$ cat src/include/mlpNet_consts.svh
`ifndef MLPNET_CONSTS_SVH
`define MLPNET_CONSTS_SVH

// --------------------
// Network shape
// --------------------
`define FEATURE_COUNT 4
`define HIDDEN_COUNT 4
`define CLASS_COUNT 3

// Node output is sum bits [FRAC_SHIFT+15:FRAC_SHIFT].
`define FRAC_SHIFT 13

// Edges from an input vector to a node output, and to classIndex.
`define NODE_LATENCY 3
`define NETWORK_LATENCY 7

// --------------------
// Weights and biases
// --------------------
// Word n*inputCount+i is the weight of input i in node n.
// Word 0 is the rightmost entry; each row lists node n, inputs 3 down to 0.
`define HIDDEN_WEIGHTS { \
	32'sd3127,   -32'sd610,   32'sd159,    32'sd1506, \
	32'sd3366,   32'sd3848,   32'sd887,    -32'sd2941, \
	32'sd2017,   32'sd6829,   -32'sd2215,  32'sd5879, \
	32'sd1056,   32'sd5666,   32'sd4405,   32'sd2149 \
}

`define HIDDEN_BIASES { \
	32'sd840,    -32'sd3000,  32'sd512,    -32'sd1228 \
}

// Three output nodes over four hidden activations.
`define OUTPUT_WEIGHTS { \
	32'sd2901,   -32'sd3790,  32'sd2333,   32'sd1560, \
	32'sd1877,   32'sd998,    32'sd4120,   -32'sd2604, \
	32'sd1735,   32'sd2280,   -32'sd1450,  32'sd3012 \
}

`define OUTPUT_BIASES { \
	32'sd1024,   -32'sd640,   32'sd256 \
}

`endif

$ cat src/source/mlpPkg.sv
package mlpPkg;

	// --------------------
	// Datapath words
	// --------------------

	// Features, products, sums and node outputs all share this width.
	typedef logic [31:0] activation_t;

	// Rescaled node output as seen by the class selector.
	typedef logic [15:0] score_t;

	// --------------------
	// Classification
	// --------------------

	// Enough for the three output classes.
	typedef logic [1:0] classIndex_t;

endpackage

$ cat src/source/activationBus.sv
`timescale 1ns/100ps

// One word per lane, updated every clock with no strobe.
interface activationBus
	import mlpPkg::*;
#(
	parameter int laneCount = 4
);

	activation_t lane [laneCount]; // Current activation level of each lane.

	// --------------------
	// Views
	// --------------------
	modport producer
	(
		output lane
	);

	modport consumer
	(
		input lane
	);

endinterface

$ cat src/source/classSelector.sv
`timescale 1ns/100ps

module classSelector
	import mlpPkg::*;
#(
	parameter int classCount = 3
)
(
	input logic clk,
	input logic reset,
	activationBus.consumer scoreBus,
	output classIndex_t classIndex
);

	localparam int scoreWidth = $bits(score_t);

	score_t laneScore [classCount];
	score_t bestScore;
	classIndex_t bestIndex;

	// --------------------
	// Argmax
	// --------------------
	always_comb
	begin
		for (int c = 0; c < classCount; c++)
		begin
			laneScore[c] = scoreBus.lane[c][scoreWidth-1:0];
		end
	end

	// Strict compare, so an equal later score never displaces an earlier one.
	always_comb
	begin
		bestScore = laneScore[0];
		bestIndex = '0;
		for (int c = 1; c < classCount; c++)
		begin
			if (laneScore[c] > bestScore)
			begin
				bestScore = laneScore[c];
				bestIndex = classIndex_t'(c);
			end
		end
	end

	always_ff @(posedge clk)
	begin
		if (reset)
		begin
			classIndex <= '0;
		end
		else
		begin
			classIndex <= bestIndex;
		end
	end

	// The chosen lane holds the largest score and no earlier lane reaches it.
	generate
		for (genvar c = 0; c < classCount; c++)
		begin : gMaxCheck
			assert property (@(posedge clk) disable iff (reset)
				int'(bestIndex) < classCount
					&& laneScore[c] <= laneScore[bestIndex]
					&& (c >= int'(bestIndex) || laneScore[c] < laneScore[bestIndex]))
			else
				$error("classSelector did not pick the first largest score.");
		end
	endgenerate

endmodule

$ cat src/flat_wrapper.sv
// flat-port wrapper written by rule: the top's interface ports become plain ports
module classSelector_flat import mlpPkg::*;
#(
	parameter int classCount = 3
)
  (clk, reset, classIndex, scoreBus_lane);
  activationBus scoreBus_i ();
  input logic clk;
  input logic reset;
  output classIndex_t classIndex;
  input wire logic [$bits(scoreBus_i.lane)-1:0] scoreBus_lane;
  assign scoreBus_i.lane = {>>{scoreBus_lane}};
  classSelector #(.classCount(classCount)) u_core (.clk(clk), .reset(reset), .scoreBus(scoreBus_i), .classIndex(classIndex));
endmodule
$ cat config.mk
export PLATFORM = sky130hd
export DESIGN_NAME = classSelector_flat
export DESIGN_NICKNAME = d
export VERILOG_FILES = /design/src/include/mlpNet_consts.svh /design/src/source/mlpPkg.sv /design/src/source/activationBus.sv /design/src/source/classSelector.sv /design/src/flat_wrapper.sv
export SDC_FILE = /design/constraint.sdc
export NUM_CORES = 1
export LEC_CHECK = 0
export BUFFER_PORTS_ARGS = -buffer_cell sky130_fd_sc_hd__buf_2
export CORE_ASPECT_RATIO = 2
export CORE_MARGIN = 10
export CORE_UTILIZATION = 29
export CTS_CLUSTER_DIAMETER = 120
export DETAILED_ROUTE_END_ITERATION = 10
export GPL_TIMING_DRIVEN = 0
export PLACE_DENSITY = 0.75
export SKIP_LAST_GASP = 1
export SYNTH_ARGS = -nofsm -noshare
export SYNTH_HDL_FRONTEND = slang
export SYNTH_SLANG_ARGS = --single-unit
$ cat constraint.sdc
create_clock -name clk -period 3.3 [get_ports clk]
set_input_delay 0.66 -clock clk [delete_from_list [all_inputs] [get_ports clk]]
set_output_delay 0.66 -clock clk [all_outputs]
set_load 0.05 [all_outputs]
# == After elaboration in Yosys (flattened, before gate mapping) ==
# Cells that the tools add are included.
# op_classes
order_cmp,2
mux,3
n_reduce_logical,1
# op_table
cell,count
16-bit greater-than comparator,2
16-bit 2-to-1 mux,1
2-bit 2-to-1 mux,1
2-bit OR reduction,1
1-bit 2-to-1 mux,1
# word_totals
output_inout_bits,2
ff_bits,2
input_bits,130

# == Logic depth before layout (Yosys ltp) ==
# Gate-level depths: netlist of the first run.
# depth
word_depth,4
depth_mapped,14
ltp_nobuf,13

# == Worst setup path before layout of the first run ==
# No wires, ideal clock.
# synth_timing
path_type,in2reg
startpoint,input port scoreBus_lane[111]
endpoint,register u_core.classIndex[0]
path_slack_ns,-0.201
arrival_time_ns,3.385
setup_ns,0.116
path_stages,13
required_time_ns,3.184
cell_sequence,inv_1 ha_1 nand4_2 or3_1 a21o_1 a31oi_4 buf_8 mux2i_1 ha_1 nand4_1 a2111o_1 o211a_1 o211a_1
# synth_via
elab_chain_len,4
word_cells_on_any_way,5
cone_classes,order compare: 2; mux: 2; reduce/logical: 1
# synth_lines
item,line,source
"start, declared",flat_wrapper.sv:11,input wire logic [$bits(scoreBus_i.lane)-1:0] scoreBus_lane;
16-bit greater-than comparator,classSelector.sv:39,if (laneScore[c] > bestScore)
16-bit 2-to-1 mux,classSelector.sv:39,
16-bit greater-than comparator,classSelector.sv:39,
2-bit OR reduction (no line),--,
"end signal, assigned",classSelector.sv:55,classIndex <= bestIndex;
"end, declared",classSelector.sv:12,output classIndex_t classIndex
# Several ways; a longest one is shown, not always the timed one.
# A chain may end at the register's enable or synchronous reset.

# == Worst setup path after layout of the first run ==
# layout_timing
startpoint,input port scoreBus_lane[106]
endpoint,register u_core.classIndex[0]
# Same word-level chain as after synthesis.

==> flow_results.xml, run 1 <==
<?xml version="1.0" encoding="UTF-8"?>
<metrics>
  <group name="power_and_ir_drop">
    <metric name="power-per-cell-area" unit="nW/um^2">229</metric>
    <metric name="irDropWorstVdd" unit="uV">131</metric>
    <metric name="p_leak" unit="nW">0.843</metric>
  </group>
  <group name="layout">
    <metric name="number_of_fill_cells" unit="">323</metric>
    <metric name="area.growth.synth_to_final" unit="%">68.3</metric>
    <metric name="design.final.nets" unit="">348</metric>
    <metric name="largest_reg_flops" unit="">2</metric>
    <metric name="multi_input_area" unit="um^2">1040</metric>
    <metric name="postLayoutCoreUtil" unit="%">50.3</metric>
    <metric name="registers.top_by_ff_count" unit="">u_core.classIndex</metric>
    <metric name="antenna_cells_inserted" unit="">0</metric>
    <metric name="final-seq-area" unit="um^2">40.0</metric>
    <metric name="post_route_cells_drive_above_1_share" unit="%">49.5</metric>
    <metric name="final_design_area_no_fill" unit="um^2">1680</metric>
    <metric name="reg_top3" unit="">u_core.classIndex (2)</metric>
  </group>
  <group name="yosys">
    <metric name="synth_top_area_share" unit="%">40.1</metric>
    <metric name="post_synth_num_cell_types" unit="">23</metric>
    <metric name="synth.net_count" unit="">283</metric>
    <metric name="ys_top_cells_by_area" unit="">sky130_fd_sc_hd__ha_1 (40%), sky130_fd_sc_hd__mux2i_1 (15%), sky130_fd_sc_hd__inv_1 (7.1%)</metric>
    <metric name="post-synth-top-area-cell" unit="">sky130_fd_sc_hd__ha_1</metric>
    <metric name="synth_seq_area_share" unit="%">4.01</metric>
    <metric name="mappedNetlistArea" unit="um^2">998</metric>
    <metric name="synth.yosys.warnings" unit="">0</metric>
    <metric name="synthesis.instances" unit="">121</metric>
    <metric name="synth.avg_cell_area" unit="um^2">8.25</metric>
    <metric name="synth_seq_cells" unit="">2</metric>
  </group>
  <group name="route">
    <metric name="routed_wl" unit="um">3170</metric>
    <metric name="length_of_routed_met3_wiring" unit="um">298</metric>
    <metric name="vias_per_cell" unit="">5.15</metric>
    <metric name="detail_route.first_pass.iterations" unit="">2</metric>
    <metric name="post_drt_wl_per_cell" unit="um">14.7</metric>
    <metric name="maxUsedRoutingLayer" unit="">met3</metric>
    <metric name="postRouteAntennaNets" unit="">0</metric>
    <metric name="detailedRoute.firstIterationViolations" unit="">11</metric>
    <metric name="drt_drc_violations_left" unit="">0</metric>
    <metric name="met2_wirelength" unit="um">1880</metric>
    <metric name="detail_route.wirelength.met1" unit="um">988</metric>
    <metric name="route.vias.total" unit="">1112</metric>
  </group>
  <group name="min_path">
    <metric name="whs_path_depth" unit="">2</metric>
    <metric name="hold_path_startpoint" unit="">reset</metric>
    <metric name="timing.hold.worst_endpoint" unit="">u_core.classIndex[1]</metric>
    <metric name="holdCritPathClass" unit="">in2reg</metric>
  </group>
  <group name="setup_path">
    <metric name="worst-endpoint-arrival" unit="ns">3.54</metric>
    <metric name="cpLargestDelayFamily" unit="">compound AO/OA/AOI/OAI gates</metric>
    <metric name="critPathBufInv" unit="">3</metric>
    <metric name="slowest_delay" unit="ns">0.39</metric>
    <metric name="crit_path_cell_trace" unit="">buf_6 -&gt; inv_2 -&gt; ha_4 -&gt; nand4_1 -&gt; or3_1 -&gt; a21o_1 -&gt; a31oi_4 -&gt; buf_6 -&gt; mux2_4 -&gt; ha_1 -&gt; nor2b_1 -&gt; o211ai_1 -&gt; a2111o_1 -&gt; o211a_1 -&gt; o211a_1</metric>
    <metric name="cp-start-kind" unit="">input pin</metric>
    <metric name="worst_setup_path_end_kind" unit="">flip-flop</metric>
    <metric name="crit_path_top_delay_cell" unit="">sky130_fd_sc_hd__or3_1</metric>
    <metric name="timing_worst_setup_path_type" unit="">in2reg</metric>
    <metric name="worstPathRequired" unit="ns">3.39</metric>
    <metric name="cp_max_fo" unit="">5</metric>
  </group>
  <group name="die">
    <metric name="die_area" unit="um^2">6330</metric>
    <metric name="die_w" unit="um">61.5</metric>
    <metric name="core-area" unit="um^2">3340</metric>
    <metric name="start_util" unit="%">29.9</metric>
    <metric name="row_count" unit="">30</metric>
    <metric name="fp.dieH" unit="um">103</metric>
    <metric name="boundaryPins" unit="">132</metric>
  </group>
  <group name="grt">
    <metric name="grt_overflow_total" unit="">0</metric>
    <metric name="global_routing_usage_summed_across_all_routing_layers" unit="%">10.7</metric>
    <metric name="grt_start_max_net_pins" unit="">9</metric>
    <metric name="grt_first_pass_wirelength" unit="um">5290</metric>
    <metric name="antenna_violations_before_repair" unit="">0</metric>
    <metric name="via_count_of_the_first_global_routing_pass" unit="">1285</metric>
  </group>
  <group name="cts">
    <metric name="htree_num_levels" unit="">1</metric>
    <metric name="clock_tree.root_cell" unit="">sky130_fd_sc_hd__clkbuf_8</metric>
    <metric name="cts_bufs_inserted" unit="">3</metric>
    <metric name="cts.path.max_buffers" unit="">2</metric>
    <metric name="cts_sinks" unit="">2</metric>
    <metric name="clk_pin_slew" unit="ns">0.03</metric>
    <metric name="cts_tree" unit="">built</metric>
  </group>
  <group name="sta">
    <metric name="report.final.setup_viol" unit="">2</metric>
    <metric name="slew_limit_headroom" unit="%">69.1</metric>
    <metric name="final_hold_violating_endpoints" unit="">0</metric>
    <metric name="fin_ws" unit="ns">-0.153</metric>
    <metric name="final.setup.tns" unit="ns">-0.249</metric>
    <metric name="slew_violations" unit="">0</metric>
    <metric name="final_hold_slack" unit="ns">0.630</metric>
    <metric name="grt_setup_unrepaired" unit="">true</metric>
    <metric name="fmax" unit="GHz">0.290</metric>
    <metric name="layout_min_cycle_time" unit="ns">3.45</metric>
    <metric name="min_period_over_period" unit="%">105</metric>
    <metric name="tightest_slew" unit="ns">0.460</metric>
  </group>
  <group name="status">
    <metric name="run_status" unit="">complete, but fails checks</metric>
    <metric name="failing_checks" unit="">negative setup slack</metric>
  </group>
  <group name="placed_design">
    <metric name="post-place-ws" unit="ns">-0.742</metric>
    <metric name="gpl.final_weighted_congestion" unit="">0.739</metric>
    <metric name="placed_area" unit="um^2">1450</metric>
    <metric name="port_buffers" unit="">51</metric>
    <metric name="place_hpwl" unit="um">2730</metric>
  </group>
  <group name="job">
    <metric name="maxCapViolations" unit="">0</metric>
  </group>
</metrics>
-- through the flow --
stage	total power, W	std cells
finish	0.000385	216
global route	0.000427	216
CTS	0.000381	214
detailed placement	0.000255	204
global placement	0.000249	204
floorplan	0.000181	121
-- layout make-up --
cell class / instances / area share (%)
repair buffers: 60 / 24.6
well taps: 32 / 2.38
inverters: 19 / 5.44
flip-flops and latches: 2 / 2.38
multi-input cells: 99 / 61.8
clock buffers: 3 / 2.46
plain buffers: 1 / 0.894
-- how the worst max path moves through the flow --
stage                     depth (start not counted)  slack, ns               start              endpoint
final                                            15      -0.15  scoreBus_lane[106]  u_core.classIndex[0]
after global routing                             14      -0.31  scoreBus_lane[106]  u_core.classIndex[0]
after floorplan                                  13      -0.10  scoreBus_lane[107]  u_core.classIndex[0]
after detailed placement                         15      -0.74  scoreBus_lane[107]  u_core.classIndex[0]
after global placement                           15      -0.71  scoreBus_lane[107]  u_core.classIndex[0]
after CTS                                        15      -0.17  scoreBus_lane[107]  u_core.classIndex[0]
-- timing repair --
| action | in CTS | in global routing |
|---|---|---|
| gates resized for setup | 23 | 5 |
| buffers inserted | 7 | 2 |
| endpoints found under the setup margin | 2 | 2 |
| pin swaps | 17 | 10 |
| hold buffers | 0 | 0 |
-- placed cells by master (no fill, tap or decap), types with 3 or more instances in the layout --
cell	instances
sky130_fd_sc_hd__buf_2	39
sky130_fd_sc_hd__ha_1	21
sky130_fd_sc_hd__mux2i_1	14
sky130_fd_sc_hd__buf_6	13
sky130_fd_sc_hd__a21oi_1	12
sky130_fd_sc_hd__ha_4	11
sky130_fd_sc_hd__inv_1	9
sky130_fd_sc_hd__nand2_1	8
sky130_fd_sc_hd__inv_2	7
sky130_fd_sc_hd__nand4_1	7
sky130_fd_sc_hd__buf_4	7
sky130_fd_sc_hd__clkbuf_8	3
-- cell usage after synthesis --
| master | count |
|---|---|
| sky130_fd_sc_hd__mux2_2 | 1 |
| sky130_fd_sc_hd__a21o_1 | 1 |
| sky130_fd_sc_hd__buf_8 | 1 |
| sky130_fd_sc_hd__a2111o_1 | 1 |
| sky130_fd_sc_hd__dfxtp_1 | 2 |
| sky130_fd_sc_hd__a221oi_1 | 1 |
| sky130_fd_sc_hd__mux2i_1 | 15 |
| sky130_fd_sc_hd__o211a_1 | 2 |
| sky130_fd_sc_hd__inv_1 | 19 |
| sky130_fd_sc_hd__nor2_1 | 2 |
| sky130_fd_sc_hd__o21ai_0 | 3 |
| sky130_fd_sc_hd__nor2b_1 | 2 |
| sky130_fd_sc_hd__nand2_1 | 8 |
| sky130_fd_sc_hd__nor4_1 | 3 |
| sky130_fd_sc_hd__nand4_1 | 7 |
| sky130_fd_sc_hd__or3_1 | 1 |
| sky130_fd_sc_hd__ha_1 | 32 |
| sky130_fd_sc_hd__o211ai_1 | 2 |
| sky130_fd_sc_hd__a31oi_4 | 1 |
| sky130_fd_sc_hd__nand3_1 | 2 |
| sky130_fd_sc_hd__a21oi_1 | 12 |
| sky130_fd_sc_hd__nand4_2 | 1 |
| sky130_fd_sc_hd__nor3_1 | 2 |
-- cells by family (layout without fill, tap and decap cells) --
logic type | after synthesis | count (layout) | share of synthesized area (%)
AO/OA/AOI/OAI | 23 | 23 | 15.9
adder cells (fa/ha/maj) | 32 | 32 | 40.1
buffers and inverters | 20 | 83 | 8.65
flip-flops | 2 | 2 | 4.01
multiplexers | 16 | 16 | 16.2
AND/OR/NAND/NOR | 28 | 28 | 15.2
-- metal layers --
layer  vias up  track usage (%)
met3         0             3.21
met1       499             8.71
met2        32             22.5
met4         0             2.08
met5         -                0
li1        581                -
-- power breakdown --
part | switching [W] | total (W) | internal, W | leakage, nW
Combinational | 0.000124 | 0.000264 | 0.000140 | 0.805
Sequential | 0.000000434 | 0.0000276 | 0.0000271 | 0.0165
Clock | 0.0000166 | 0.0000934 | 0.0000769 | 0.0216
Note: power is estimated with default switching activity, not from simulation.
==> inputs of run 2 (changes only) <==
--- a/config.mk
+++ b/config.mk
@@ -8,11 +8,11 @@
 export BUFFER_PORTS_ARGS = -buffer_cell sky130_fd_sc_hd__buf_2
 export CORE_ASPECT_RATIO = 2
 export CORE_MARGIN = 10
-export CORE_UTILIZATION = 29
+export CORE_UTILIZATION = 32
 export CTS_CLUSTER_DIAMETER = 120
 export DETAILED_ROUTE_END_ITERATION = 10
 export GPL_TIMING_DRIVEN = 0
-export PLACE_DENSITY = 0.75
+export PLACE_DENSITY = 0.79
 export SKIP_LAST_GASP = 1
 export SYNTH_ARGS = -nofsm -noshare
 export SYNTH_HDL_FRONTEND = slang
==> constraint.sdc (replaced) <==
create_clock -name clk -period 3.89 [get_ports clk]
set_input_delay 0.778 -clock clk [delete_from_list [all_inputs] [get_ports clk]]
set_output_delay 0.778 -clock clk [all_outputs]
set_load 0.05 [all_outputs]
==> run 2 against run 1 <==
The flow now finishes without violations. Combinational power down 26%. Core utilization down 2.1 points. Via count up 1.7%. Count of clock-buffer cells in the layout unchanged. Setup slack better by 0.30 ns. Critical path type unchanged. Largest cell class unchanged. Largest power group unchanged.
==> flow_results.xml, run 2 (same netlist as run 1, synthesis figures left out) <==
<?xml version="1.0" encoding="UTF-8"?>
<metrics>
  <group name="status">
    <metric name="run_status" unit="">completed</metric>
  </group>
  <group name="grt">
    <metric name="global_routing_usage_summed_across_all_routing_layers" unit="%">9.73</metric>
    <metric name="via_count_of_the_first_global_routing_pass" unit="">1169</metric>
    <metric name="antenna_violations_before_repair" unit="">0</metric>
    <metric name="grt_overflow_total" unit="">0</metric>
    <metric name="grt_start_max_net_pins" unit="">11</metric>
    <metric name="grt_first_pass_wirelength" unit="um">4790</metric>
  </group>
  <group name="cts">
    <metric name="htree_num_levels" unit="">1</metric>
    <metric name="cts.path.max_buffers" unit="">2</metric>
    <metric name="cts_tree" unit="">built</metric>
    <metric name="cts_bufs_inserted" unit="">3</metric>
    <metric name="clock_tree.root_cell" unit="">sky130_fd_sc_hd__clkbuf_8</metric>
    <metric name="clk_pin_slew" unit="ns">0.03</metric>
    <metric name="cts_sinks" unit="">2</metric>
  </group>
  <group name="die">
    <metric name="row_count" unit="">28</metric>
    <metric name="boundaryPins" unit="">132</metric>
    <metric name="fp.dieH" unit="um">99.0</metric>
    <metric name="die_area" unit="um^2">5890</metric>
    <metric name="core-area" unit="um^2">2980</metric>
    <metric name="start_util" unit="%">33.5</metric>
    <metric name="die_w" unit="um">59.5</metric>
  </group>
  <group name="power_and_ir_drop">
    <metric name="power-per-cell-area" unit="nW/um^2">208</metric>
    <metric name="p_leak" unit="nW">0.818</metric>
    <metric name="irDropWorstVdd" unit="uV">232</metric>
  </group>
  <group name="min_path">
    <metric name="holdCritPathClass" unit="">in2reg</metric>
  </group>
  <group name="sta">
    <metric name="fmax" unit="GHz">0.267</metric>
    <metric name="final_hold_slack" unit="ns">0.757</metric>
    <metric name="report.final.setup_viol" unit="">0</metric>
    <metric name="slew_violations" unit="">0</metric>
    <metric name="fin_ws" unit="ns">0.149</metric>
    <metric name="layout_min_cycle_time" unit="ns">3.74</metric>
    <metric name="slew_limit_headroom" unit="%">67.0</metric>
    <metric name="tightest_slew" unit="ns">0.491</metric>
    <metric name="final_hold_violating_endpoints" unit="">0</metric>
    <metric name="min_period_over_period" unit="%">96.2</metric>
  </group>
  <group name="setup_path">
    <metric name="path_depth" unit="">14</metric>
    <metric name="cp-start-kind" unit="">input pin</metric>
    <metric name="cp_max_fo" unit="">8</metric>
    <metric name="worst_setup_path_end_kind" unit="">flip-flop</metric>
    <metric name="critPathBufInv" unit="">2</metric>
    <metric name="crit_path_top_delay_cell" unit="">sky130_fd_sc_hd__or3_1</metric>
    <metric name="worst-endpoint-arrival" unit="ns">3.83</metric>
    <metric name="worstPathRequired" unit="ns">3.98</metric>
    <metric name="critical_path.startpoint" unit="">scoreBus_lane[110]</metric>
    <metric name="timing_worst_setup_path_type" unit="">in2reg</metric>
    <metric name="cpLargestDelayFamily" unit="">compound AO/OA/AOI/OAI gates</metric>
    <metric name="cp-endpoint" unit="">u_core.classIndex[0]</metric>
    <metric name="crit_path_cell_trace" unit="">buf_2 -&gt; inv_1 -&gt; ha_1 -&gt; nand4_4 -&gt; or3_1 -&gt; a21o_1 -&gt; a31oi_4 -&gt; mux2_2 -&gt; ha_1 -&gt; nor2b_1 -&gt; o211ai_1 -&gt; a2111o_1 -&gt; o211a_1 -&gt; o211a_1</metric>
    <metric name="slowest_delay" unit="ns">0.38</metric>
  </group>
  <group name="layout">
    <metric name="reg_top3" unit="">u_core.classIndex (2)</metric>
    <metric name="final_cell_mix" unit="">sky130_fd_sc_hd__buf_2 (51), sky130_fd_sc_hd__ha_1 (31), sky130_fd_sc_hd__inv_1 (19)</metric>
    <metric name="antenna_cells_inserted" unit="">0</metric>
    <metric name="registers.top_by_ff_count" unit="">u_core.classIndex</metric>
    <metric name="number_of_fill_cells" unit="">298</metric>
    <metric name="layout.cells.most_common" unit="">sky130_fd_sc_hd__buf_2</metric>
    <metric name="largest_reg_flops" unit="">2</metric>
    <metric name="area.growth.synth_to_final" unit="%">43.7</metric>
    <metric name="post_route_cells_drive_above_1_share" unit="%">36.6</metric>
    <metric name="design.final.nets" unit="">347</metric>
  </group>
  <group name="route">
    <metric name="post_drt_wl_per_cell" unit="um">14.2</metric>
    <metric name="routed_wl" unit="um">3030</metric>
    <metric name="detailedRoute.firstIterationViolations" unit="">9</metric>
    <metric name="vias_per_cell" unit="">5.31</metric>
    <metric name="route.vias.total" unit="">1131</metric>
    <metric name="postRouteAntennaNets" unit="">0</metric>
    <metric name="detail_route.first_pass.iterations" unit="">2</metric>
    <metric name="drt_drc_violations_left" unit="">0</metric>
  </group>
  <group name="placed_design">
    <metric name="port_buffers" unit="">51</metric>
    <metric name="post-place-ws" unit="ns">-0.141</metric>
    <metric name="gpl.final_weighted_congestion" unit="">0.707</metric>
    <metric name="place_hpwl" unit="um">2690</metric>
  </group>
  <group name="job">
    <metric name="maxCapViolations" unit="">0</metric>
  </group>
</metrics>
[run 2: changes by cell type in the layout (fill, tap and decap cells not counted), sizes merged]
| cell | before | now |
|---|---|---|
| buf | 61 | 59 |
| clkbuf | 3 | 4 |
[run 2: how the worst min path moves through the flow]
| stage | start | endpoint | slack (ns) | cells past startpoint |
|---|---|---|---|---|
| 2_1_floorplan | reset | u_core.classIndex[1] | 0.86 | 1 |
| 3_3_place_gp | reset | u_core.classIndex[1] | 0.96 | 2 |
| 3_5_place_dp | reset | u_core.classIndex[1] | 0.96 | 2 |
| 4_1_cts | reset | u_core.classIndex[1] | 0.75 | 2 |
| 5_1_grt | reset | u_core.classIndex[1] | 0.76 | 2 |
| 6_report | reset | u_core.classIndex[1] | 0.76 | 2 |
[run 2: what timing repair did]
item | in CTS | in global routing
setup endpoints to repair | 0 | 2
hold buffers | 0 | 0
gates resized for setup | 0 | 3
buffers inserted | 0 | 7
[run 2: per-layer routing]
layer / wire length [um] / global-route usage (%)
met1: 1220 / 10.4
met4: 63 / 3.30
met5: 0 / 0
met3: 178 / 2.70
met2: 1570 / 17.2
[run 2: through the flow]
| stage | setup TNS (ns) | utilization, % | instances | area [um^2] | total power, W |
|---|---|---|---|---|---|
| 6_report | 0 | 48.2 | 213 | 1440 | 0.000298 |
| 5_1_grt | -0.0524 | 48.2 | 213 | 1440 | 0.000329 |
| 4_1_cts | 0 | 44.7 | 205 | 1330 | 0.000279 |
| 3_5_place_dp | -0.180 | 43.4 | 202 | 1290 | 0.000197 |
| 3_3_place_gp | -0.110 | 43.4 | 202 | 1290 | 0.000191 |
| 2_1_floorplan | 0 | - | 121 | 998 | 0.000139 |
[run 2: final cells by class]
class | instances | area, um^2 | share of cell area [%]
clock buffers | 3 | 41.3 | 2.88
multi-input cells | 99 | 893 | 62.2
repair buffers | 59 | 337 | 23.5
plain buffers | 1 | 15.0 | 1.05
flip-flops and latches | 2 | 40.0 | 2.79
well taps | 30 | 37.5 | 2.62
inverters | 19 | 71.3 | 4.97
[run 2: power by group]
group          leakage (nW)  internal [W]  switching (W)
Clock                0.0216     0.0000652      0.0000137
Sequential           0.0165     0.0000230    0.000000460
Combinational         0.780     0.0000999      0.0000960
Total                 0.818      0.000188       0.000110
